[src/design/rv32_pkg.sv]
package rv32_pkg;

	parameter int XLEN = 32;

	typedef logic [XLEN-1:0] data_t;
	typedef logic [4:0] reg_idx_t;

	// standard rv32i major opcodes
	typedef enum logic [6:0] {
		R     = 7'b0110011,
		I     = 7'b0010011,
		B     = 7'b1100011,
		LUI   = 7'b0110111,
		AUIPC = 7'b0010111,
		JAL   = 7'b1101111,
		JALR  = 7'b1100111,
		LOAD  = 7'b0000011,
		STORE = 7'b0100011,
		MEM   = 7'b0001111,
		SYS   = 7'b1110011
	} opcode_t;

	typedef logic [2:0] funct3_t;

	// I-forms reuse these codes
	localparam funct3_t ADD  = 3'b000;
	localparam funct3_t SUB  = 3'b000; // funct7[5] set
	localparam funct3_t SLL  = 3'b001;
	localparam funct3_t SLT  = 3'b010;
	localparam funct3_t SLTU = 3'b011;
	localparam funct3_t XOR  = 3'b100;
	localparam funct3_t SRL  = 3'b101;
	localparam funct3_t SRA  = 3'b101; // funct7[5] set
	localparam funct3_t OR   = 3'b110;
	localparam funct3_t AND  = 3'b111;

	typedef struct packed {
		logic [6:0] funct7;
		reg_idx_t   rs2;
		reg_idx_t   rs1;
		funct3_t    funct3;
		reg_idx_t   rd;
		opcode_t    opcode;
	} r_fields_t;

	typedef struct packed {
		logic [11:0] imm;
		reg_idx_t    rs1;
		funct3_t     funct3;
		reg_idx_t    rd;
		opcode_t     opcode;
	} i_fields_t;

	typedef struct packed {
		logic [19:0] imm;
		reg_idx_t    rd;
		opcode_t     opcode;
	} u_fields_t;

	// one instruction word viewed by format
	typedef union packed {
		r_fields_t r;
		i_fields_t i;
		u_fields_t u;
	} instr_t;

endpackage

[src/design/reg_file.sv]
`timescale 1ns/1ns

module reg_file import rv32_pkg::*; (
	input  logic     clk,
	input  logic     rst_n,
	input  reg_idx_t rs1,
	input  reg_idx_t rs2,
	output data_t    rd1,
	output data_t    rd2,
	input  logic     we,
	input  reg_idx_t waddr,
	input  data_t    wdata
);

	data_t regs [32];

	always_ff @(posedge clk or negedge rst_n) begin
		if (!rst_n) begin
			for (int i = 0; i < 32; i++) begin
				regs[i] <= '0;
			end
		end else if (we && waddr != '0) begin // x0 never written
			regs[waddr] <= wdata;
		end
	end

	always_comb begin
		if (rs1 == '0) begin
			rd1 = '0;
		end else begin
			rd1 = regs[rs1];
		end
	end

	always_comb begin
		if (rs2 == '0) begin
			rd2 = '0;
		end else begin
			rd2 = regs[rs2];
		end
	end

endmodule

[src/design/instr_queue.sv]
`timescale 1ns/1ns

module instr_queue import rv32_pkg::*; #(
	parameter int DEPTH = 4
) (
	input  logic   clk,
	input  logic   rst_n,
	input  logic   in_valid,
	input  instr_t in_instr,
	input  data_t  in_pc,
	output logic   in_credit,
	output logic   q_valid,
	output instr_t q_instr,
	output data_t  q_pc,
	input  logic   q_pop
);

	localparam int AW = (DEPTH > 1) ? $clog2(DEPTH) : 1;
	localparam int CW = $clog2(DEPTH + 1);

	instr_t mem_instr [DEPTH];
	data_t  mem_pc    [DEPTH];

	logic [AW-1:0] wr_ptr, rd_ptr;
	logic [CW-1:0] count;

	always_ff @(posedge clk) begin
		if (in_valid) begin
			mem_instr[wr_ptr] <= in_instr;
			mem_pc[wr_ptr]    <= in_pc;
		end
	end

	always_ff @(posedge clk or negedge rst_n) begin
		if (!rst_n) begin
			wr_ptr    <= '0;
			rd_ptr    <= '0;
			count     <= '0;
			in_credit <= 1'b0;
		end else begin
			if (in_valid) begin
				wr_ptr <= (wr_ptr == AW'(DEPTH - 1)) ? '0 : wr_ptr + 1'b1;
			end
			if (q_pop) begin
				rd_ptr <= (rd_ptr == AW'(DEPTH - 1)) ? '0 : rd_ptr + 1'b1;
			end
			count     <= count + CW'(in_valid) - CW'(q_pop);
			in_credit <= q_pop; // one credit per freed entry
		end
	end

	assign q_valid = (count != '0);
	assign q_instr = mem_instr[rd_ptr];
	assign q_pc    = mem_pc[rd_ptr];

endmodule

[src/design/alu.sv]
`timescale 1ns/1ns

module alu import rv32_pkg::*; (
	input  instr_t instr,
	input  data_t  a_in,
	input  data_t  b_in,
	output data_t  c_out,
	output logic   rd_wr
);

	opcode_t opcode;
	funct3_t funct3;
	logic    alu_op; // R or I arithmetic group
	logic    sub_op;
	logic    arith;
	logic    lt_signed, lt_unsigned;
	logic [4:0] shamt;

	data_t and_result;
	data_t or_result;
	data_t xor_result;
	data_t shift_result;
	data_t set_result;
	data_t add_sub_result;
	data_t addend;
	logic [XLEN:0] adder_out;

	always_comb begin
		opcode = instr.r.opcode;
		funct3 = instr.r.funct3;
		shamt  = b_in[4:0];
		alu_op = (opcode == R) || (opcode == I);
		arith  = (funct3 == SRA) && instr.r.funct7[5]; // bit 30 is imm[10] for SRAI
	end

	assign and_result = a_in & b_in;
	assign or_result  = a_in | b_in;
	assign xor_result = a_in ^ b_in;

	always_comb begin
		case (funct3)
			SLL:     shift_result = a_in << shamt;
			SRL:     shift_result = arith ? data_t'($signed(a_in) >>> shamt) : a_in >> shamt;
			default: shift_result = '0;
		endcase
	end

	// single adder subtracts for SUB and both compares
	always_comb begin
		sub_op = ((opcode == R) && (funct3 == SUB) && instr.r.funct7[5])
			|| (alu_op && (funct3 == SLT || funct3 == SLTU));
		addend         = sub_op ? ~b_in : b_in;
		adder_out      = {1'b0, a_in} + {1'b0, addend} + (XLEN + 1)'(sub_op);
		add_sub_result = adder_out[XLEN-1:0];
	end

	always_comb begin
		lt_unsigned = ~adder_out[XLEN]; // borrow out of a - b
		if (a_in[XLEN-1] != b_in[XLEN-1]) begin
			lt_signed = a_in[XLEN-1];
		end else begin
			lt_signed = adder_out[XLEN-1];
		end
		if (funct3 == SLTU) begin
			set_result = data_t'(lt_unsigned);
		end else begin
			set_result = data_t'(lt_signed);
		end
	end

	always_comb begin
		c_out = '0;
		rd_wr = 1'b0;
		case (opcode)
			R, I: begin
				case (funct3)
					ADD:       c_out = add_sub_result; // SUB shares the code
					AND:       c_out = and_result;
					OR:        c_out = or_result;
					XOR:       c_out = xor_result;
					SLT, SLTU: c_out = set_result;
					SLL, SRL:  c_out = shift_result;
					default:   c_out = '0;
				endcase
				rd_wr = 1'b1;
			end
			LUI: begin
				c_out = b_in; // imm already shifted
				rd_wr = 1'b1;
			end
			AUIPC, JAL, JALR, LOAD: begin
				c_out = add_sub_result;
				rd_wr = 1'b1;
			end
			STORE: begin
				c_out = add_sub_result; // address only
				rd_wr = 1'b0;
			end
			B, MEM, SYS: begin
				c_out = '0;
				rd_wr = 1'b0;
			end
			default: begin
				c_out = '0;
				rd_wr = 1'b0;
			end
		endcase
	end

endmodule

[src/design/exec_stage.sv]
`timescale 1ns/1ns

module exec_stage import rv32_pkg::*; #(
	parameter int OUT_CREDITS = 2
) (
	input  logic     clk,
	input  logic     rst_n,
	input  logic     q_valid,
	input  instr_t   q_instr,
	input  data_t    q_pc,
	output logic     q_pop,
	output reg_idx_t rs1,
	output reg_idx_t rs2,
	input  data_t    rd1,
	input  data_t    rd2,
	output instr_t   alu_instr,
	output data_t    a_in,
	output data_t    b_in,
	input  data_t    c_out,
	input  logic     rd_wr,
	output logic     we,
	output reg_idx_t waddr,
	output data_t    wdata,
	output logic     res_valid,
	output reg_idx_t res_rd,
	output data_t    res_data,
	output logic     res_wr,
	input  logic     res_credit
);

	localparam int CW = $clog2(OUT_CREDITS + 1);

	logic [CW-1:0] credits;
	logic          issue;
	opcode_t       opcode;

	assign opcode    = q_instr.r.opcode;
	assign rs1       = q_instr.r.rs1;
	assign rs2       = q_instr.r.rs2;
	assign alu_instr = q_instr;

	assign issue = q_valid && (credits != '0);
	assign q_pop = issue;

	always_comb begin
		if (opcode == AUIPC || opcode == JAL) begin
			a_in = q_pc;
		end else begin
			a_in = rd1;
		end
	end

	always_comb begin
		case (opcode)
			R:              b_in = rd2;
			I, JALR, LOAD:  b_in = {{(XLEN-12){q_instr.i.imm[11]}}, q_instr.i.imm};
			STORE:          b_in = {{(XLEN-12){q_instr.r.funct7[6]}}, q_instr.r.funct7,
						q_instr.r.rd}; // S-imm split over funct7/rd
			LUI, AUIPC:     b_in = {q_instr.u.imm, 12'b0};
			JAL:            b_in = data_t'(4); // link = pc+4
			default:        b_in = rd2;
		endcase
	end

	// writeback lands at the same edge as the result register
	assign we    = issue && rd_wr && (q_instr.r.rd != '0);
	assign waddr = q_instr.r.rd;
	assign wdata = c_out;

	always_ff @(posedge clk or negedge rst_n) begin
		if (!rst_n) begin
			credits   <= CW'(OUT_CREDITS);
			res_valid <= 1'b0;
		end else begin
			res_valid <= issue;
			case ({issue, res_credit})
				2'b10:   credits <= credits - 1'b1;
				2'b01:   credits <= credits + 1'b1;
				default: credits <= credits; // both or neither
			endcase
		end
	end

	always_ff @(posedge clk) begin
		if (issue) begin
			res_rd   <= q_instr.r.rd;
			res_data <= c_out;
			res_wr   <= rd_wr;
		end
	end

endmodule

[src/design/exec_top.sv]
`timescale 1ns/1ns

module exec_top import rv32_pkg::*; #(
	parameter int QUEUE_DEPTH = 4,
	parameter int OUT_CREDITS = 2
) (
	input  logic     clk,
	input  logic     rst_n,
	input  logic     in_valid,
	input  instr_t   in_instr,
	input  data_t    in_pc,
	output logic     in_credit,
	output logic     res_valid,
	output reg_idx_t res_rd,
	output data_t    res_data,
	output logic     res_wr,
	input  logic     res_credit
);

	logic     q_valid, q_pop;
	instr_t   q_instr, alu_instr;
	data_t    q_pc;
	reg_idx_t rs1, rs2, waddr;
	data_t    rd1, rd2, wdata;
	data_t    a_in, b_in, c_out;
	logic     rd_wr, we;

	instr_queue #(.DEPTH(QUEUE_DEPTH)) u_queue (
		.clk, .rst_n, .in_valid, .in_instr, .in_pc, .in_credit,
		.q_valid, .q_instr, .q_pc, .q_pop
	);

	exec_stage #(.OUT_CREDITS(OUT_CREDITS)) u_stage (
		.clk, .rst_n, .q_valid, .q_instr, .q_pc, .q_pop,
		.rs1, .rs2, .rd1, .rd2,
		.alu_instr, .a_in, .b_in, .c_out, .rd_wr,
		.we, .waddr, .wdata,
		.res_valid, .res_rd, .res_data, .res_wr, .res_credit
	);

	reg_file u_regs (
		.clk, .rst_n, .rs1, .rs2, .rd1, .rd2, .we, .waddr, .wdata
	);

	alu u_alu (
		.instr(alu_instr), .a_in, .b_in, .c_out, .rd_wr
	);

endmodule

[config.mk]
export PLATFORM = sky130hd
export DESIGN_NAME = exec_top
export DESIGN_NICKNAME = d
export VERILOG_FILES = /design/src/design/rv32_pkg.sv /design/src/design/reg_file.sv /design/src/design/instr_queue.sv /design/src/design/alu.sv /design/src/design/exec_stage.sv /design/src/design/exec_top.sv
export SDC_FILE = /design/constraint.sdc
export NUM_CORES = 2
export LEC_CHECK = 0
export BUFFER_PORTS_ARGS = -buffer_cell sky130_fd_sc_hd__buf_2
export CAP_MARGIN = 10
export CORE_ASPECT_RATIO = 1.75
export CORE_UTILIZATION = 50
export DETAILED_ROUTE_END_ITERATION = 7
export MAX_ROUTING_LAYER = met4
export PLACE_DENSITY = 0.66
export SLEW_MARGIN = 30
export SYNTH_ARGS = -nofsm -noshare
export SYNTH_HDL_FRONTEND = slang
export SYNTH_HIERARCHICAL = 1
export SYNTH_SLANG_ARGS = --single-unit
[constraint.sdc]
create_clock -name clk -period 8.1 [get_ports clk]
set_input_delay 2.43 -clock clk [delete_from_list [all_inputs] [get_ports clk]]
set_output_delay 2.43 -clock clk [all_outputs]
set_load 0.005 [all_outputs]
# ---- Yosys cells after proc, flatten, opt, wreduce, memory -nomap -nowiden
# Memory sizes are Yosys's and may differ from the RTL's.
# Cells that the tools add are included.
dict set report totals {
  ff_bits 1072
  mem_bits_rw 256
  out_inout_bits 40
  word_cells 138
  mem_count 2
}
dict set report classes {
  n_addsub 8
  order_cmp 4
  n_eq_ne 20
  shift 3
  n_mux 26
  bitwise 8
  reduce_logical 27
}
# name depth width rd rd_ports_with_merged_regs wr line
set memory_table {}
lappend memory_table {u_queue.mem_instr 4 32 1 0 1 instr_queue.sv:21} ;# instr_t mem_instr [DEPTH];
lappend memory_table {u_queue.mem_pc 4 32 1 0 1 instr_queue.sv:22} ;# data_t mem_pc [DEPTH];
# op count
set ops {}
lappend ops {{1024-bit bitwise mux} 1}
lappend ops {{32-bit binary-select mux with 5-bit select} 2}
lappend ops {{32-bit 2-to-1 mux} 10}
lappend ops {{32-bit case mux with 6 select lines} 1}
lappend ops {{32-bit demux with 5-bit select} 1}
lappend ops {{32-bit case mux with 4 select lines} 1}
lappend ops {{32-bit case mux with 3 select lines} 1}
lappend ops {{32-bit case mux with 2 select lines} 1}
lappend ops {{32-bit by 32-bit adder with 33-bit output} 1}
lappend ops {{33-bit by 1-bit adder with 33-bit output} 1}
lappend ops {{32-bit bitwise AND} 1}
lappend ops {{32-bit NOT} 1}
lappend ops {{32-bit OR} 1}
lappend ops {{32-bit by 5-bit << shifter with 32-bit output} 1}
lappend ops {{32-bit by 5-bit >> shifter with 32-bit output} 1}
lappend ops {{32-bit by 5-bit >>> shifter with 32-bit output} 1}
lappend ops {{32-bit bitwise XOR} 1}
lappend ops {{7-bit by 6-bit equality test with 1-bit output (second input constant)} 3}
lappend ops {{6-bit greater-or-equal comparator (second input constant)} 3}
lappend ops {{5-bit NOT with 6-bit output} 3}
lappend ops {{7-bit by 5-bit equality test with 1-bit output (second input constant)} 2}
lappend ops {{7-bit equality test (second input constant)} 2}
lappend ops {{3-bit equality test (second input constant)} 4}
lappend ops {{5-bit logical NOT} 2}
lappend ops {{other kinds (25)} 50}

# ---- Longest topological paths before layout
# An unclocked memory read counts as a cell.
dict set report depth {
  word_depth 16
  mapped_depth 31
  ltp_nobuf 18
}

# ---- By module
# The synthesis kept the hierarchy.
# module n_inst cells_per_inst area_per_inst_um2 seq_area_each_um2
set by_module_without_submodules {}
lappend by_module_without_submodules {reg_file 1 3682 54310.8 25624.6}
lappend by_module_without_submodules {instr_queue 1 370 9661.8 7887.6}
lappend by_module_without_submodules {alu 1 1118 8256.7 0.0}
lappend by_module_without_submodules {exec_stage 1 240 2885.3 1217.4}

# ---- Least setup slack after synthesis
# OpenSTA, ideal clock, no wires.
dict set report synth_path {
  path_type {flip-flop to flip-flop}
  from {register u_queue.rd_ptr[0]}
  to {register u_regs/regs[628] (netlist name)}
  arrival_time_ns 6.485
  t_required_ns 7.975
  setup_slack_ns 1.491
  stages_incl_launch_ff 28
  path_buffers 10
  path_cell_list {dfrtp_1 > buf_4 > mux4_2 > buf_4 > buf_6 > buf_2 > mux4_2 > mux4_2 > o22ai_1 > nor3_1 > a221o_1 > clkbuf_1 > clkbuf_1 > clkbuf_1 > buf_1 > xnor2_1 > ha_1 > and3_1 > a221oi_2 > a221o_1 > nand2b_1 > a21o_1 > a2111oi_1 > xor2_1 > o21ai_1 > buf_4 > clkbuf_1 > mux2_2}
}
# element line
set synth_rtl {}
lappend synth_rtl {{start, declared} instr_queue.sv:24} ;# logic [AW-1:0] wr_ptr, rd_ptr;
lappend synth_rtl {{start signal, assigned} instr_queue.sv:45} ;# rd_ptr <= (rd_ptr == AW'(DEPTH - 1)) ? '0 : rd_ptr + 1'b1;
lappend synth_rtl {{end signal, assigned by index} reg_file.sv:23} ;# regs[waddr] <= wdata;
lappend synth_rtl {{end, declared} reg_file.sv:15} ;# data_t regs [32];

==> results.toml <==
[worst_setup_path]
worstPathArrival_ps = 8630
worstReg2RegStart = "u_queue/rd_ptr[0]$_DFFE_PN0P_"
worstRegToRegCells = 22
reg2reg_to = "u_regs/regs[889]$_DFFE_PN0P_"
worstPathRequired_ps = 8800
start_kind = "register"
end_kind = "register"
r2r_slack_ps = 180
path_max_fanout = 32
crit_type = "register to register"

[synthesis]
yosysWarningCount = 6
syn_inst = 5389
syn_area_per_cell_um2 = 13.91
syn-num-nets = 5564
synth_area_um2 = 74960

[routing]
first_iter_violations = 5130
drt-total-wl_um = 278700
route.met2.wl_um = 135600
wl_met1_um = 92550
drtAntennaViolNets = 0
drc = 0
first_pass_iters = 8
wl_met3_um = 23030
num_vias = 52000
routedWlPerCell_um = 37.31
vias_per_cell = 6.961
top_layer = "met4"

[worst_hold_path]
worstHoldStart = "u_regs/regs[996]$_DFFE_PN0P_"
holdPathEnd = "u_regs/regs[996]$_DFFE_PN0P_"
worst_hold_path_type = "register to register"
worstHoldPathCells = 0

[sta]
setup_viol_count_final = 0
hold_viol = 0
final.setup_skew_ps = 38.78
period_minus_slack_ps = 7924
layout_worst_path_cycle_share_pct = 97.83
rsz0062_at_grt = "no"
tightestPinTransition_ps = 1071
holdWs_ps = 399.0
fmax_ghz = 0.1262
slew_violations = 0
slew_headroom_pct = 28.40

[global_route]
grt_pass1_wl_um = 399400
antenna_found_initial = 34
grtUsageTotal_pct = 38.72
grt_pass1_vias = 53350
grt_max_degree = 176
overflow = 0

[run]
cap_violations = 0

[final_layout]
area_delta_synth_final_pct = 11.17
layout.cells.non_filler = 7470
nets = 5513
fillers = 11890
drive_above_1_share_pct = 42.88

[placed_design]
gp_congestion = 1.101
dp_hpwl_um = 183500
placed_cells = 7198
port_buffers = 107

[floorplan]
io_pins = 108
fp.dieArea_um2 = 151500
rows = 187
start_util_pct = 50.45
die_x_um = 294.7
coreArea_um2 = 148600
die_y_um = 514.2

[clock_tree]
clk_latency_ps = 790
cts_setup_buffers = 0
cts.hold.buffers_added = 0
cts_buffer_depth = 3
cts_htree_levels = 3
cts_tree = "yes"
cts_root_buf = "clkbuf_16"
cts_sinks = 1329
cts_buffers = 118
path_clk_slew_ps = 70

[power_and_ir_drop]
p_leak_nw = 36.43
peakVddDrop_mv = 0.3569
pwr_density_cell_nw_per_um2 = 435.2

[outcome]
status = "complete, no violations"
per-layer routing:
metal	vias to the layer above	global-route usage (%)
met5	-	-
met4	0	31.98
met3	1099	10.64
met2	2776	60.67
met1	27370	40.65
li1	20750	-
stage by stage:
stage	setup TNS (ps)	power, mW	setup slack, ps	area, µm²	utilization (%)
global placement	-43500	29.05	-288.8	78670	52.95
floorplan	0	20.46	1507	74960	-
detailed placement	0	29.12	261.4	78780	53.03
finish	0	36.26	175.9	83330	56.09
global route	0	37.25	151.6	83320	56.08
CTS	0	35.37	165.1	83090	55.93
sequential cells by signal, indices dropped and copies added (netlist names), 2 cells and up:
name and count:
u_stage/res_rd 5, u_queue/mem_instr 128, u_queue/count 3, u_stage/credits 2, u_stage/res_data 32, u_queue/wr_ptr 2
u_queue/mem_pc 128, u_queue/rd_ptr 2, u_regs/regs 1024
cell usage in the layout (no fill, tap or decap), drive strengths merged, types with 60 or more instances in the layout:
| cell type | count |
|---|---|
| inv | 95 |
| dfrtp | 1034 |
| nor3 | 65 |
| mux2i | 320 |
| a211oi | 67 |
| a21oi | 131 |
| clkbuf | 158 |
| edfxtp | 294 |
| buf | 430 |
| mux4 | 525 |
| o22ai | 60 |
| ha | 105 |
| o21ai | 116 |
| nor2 | 149 |
| a22oi | 101 |
| nand2 | 119 |
| mux2 | 1065 |
worst max-delay path by stage:
stage	startpoint	to	slack, ps	cells past startpoint
after global routing	u_queue/rd_ptr[0]$_DFFE_PN0P_	u_regs/regs[601]$_DFFE_PN0P_	150	22
after floorplan	u_queue/rd_ptr[0]$_DFFE_PN0P_	u_regs/regs[628]$_DFFE_PN0P_	1510	27
after CTS	u_queue/rd_ptr[0]$_DFFE_PN0P_	u_regs/regs[800]$_DFFE_PN0P_	170	22
final	u_queue/rd_ptr[0]$_DFFE_PN0P_	u_regs/regs[889]$_DFFE_PN0P_	180	22
after global placement	u_queue/rd_ptr[0]$_DFFE_PN0P_	u_regs/regs[121]$_DFFE_PN0P_	-290	22
after detailed placement	u_queue/rd_ptr[0]$_DFFE_PN0P_	u_regs/regs[768]$_DFFE_PN0P_	260	22
worst max-delay path, stage by stage (launching register included):
cell and delay [ps]:
dfrtp_4 640, mux4_4 1010, buf_4 450, and2_2 320
buf_12 160, a22oi_1 190, a21oi_1 100, buf_4 190
nor3_4 440, a221o_2 540, xnor2_1 130, buf_4 180
ha_1 310, o211ai_1 90, o21ai_0 720, buf_4 300
and4_1 350, o21bai_1 170, a31oi_1 410, mux2_2 390
o21ai_2 170, buf_12 220, mux2_2 190
report_power, final:
group / internal [mW] / switching, mW / leakage, nW
Clock: 3.49 / 2.76 / 2.08
Combinational: 7.68 / 14.7 / 17.2
Sequential: 7.40 / 0.249 / 17.2
Total: 18.6 / 17.7 / 36.4
area by class of cell:
cell class / instances / area, µm² / area share (%)
Timing Repair Buffer: 431 / 3913 / 4.695
Antenna cell: 45 / 112.6 / 0.1351
Clock buffer: 157 / 3309 / 3.971
Inverter: 86 / 322.8 / 0.3874
Sequential cell: 1329 / 34740 / 41.69
Clock inverter: 66 / 998.5 / 1.198
Tap cell: 1984 / 2482 / 2.979
Multi-Input combinational cell: 3372 / 37450 / 44.95
repair_timing:
item | in CTS | in global routing
setup endpoints to repair | 0 | 291
hold endpoints to repair | 0 | 0
gates resized for setup | 0 | 2
Power figures use the tool's default switching activity.
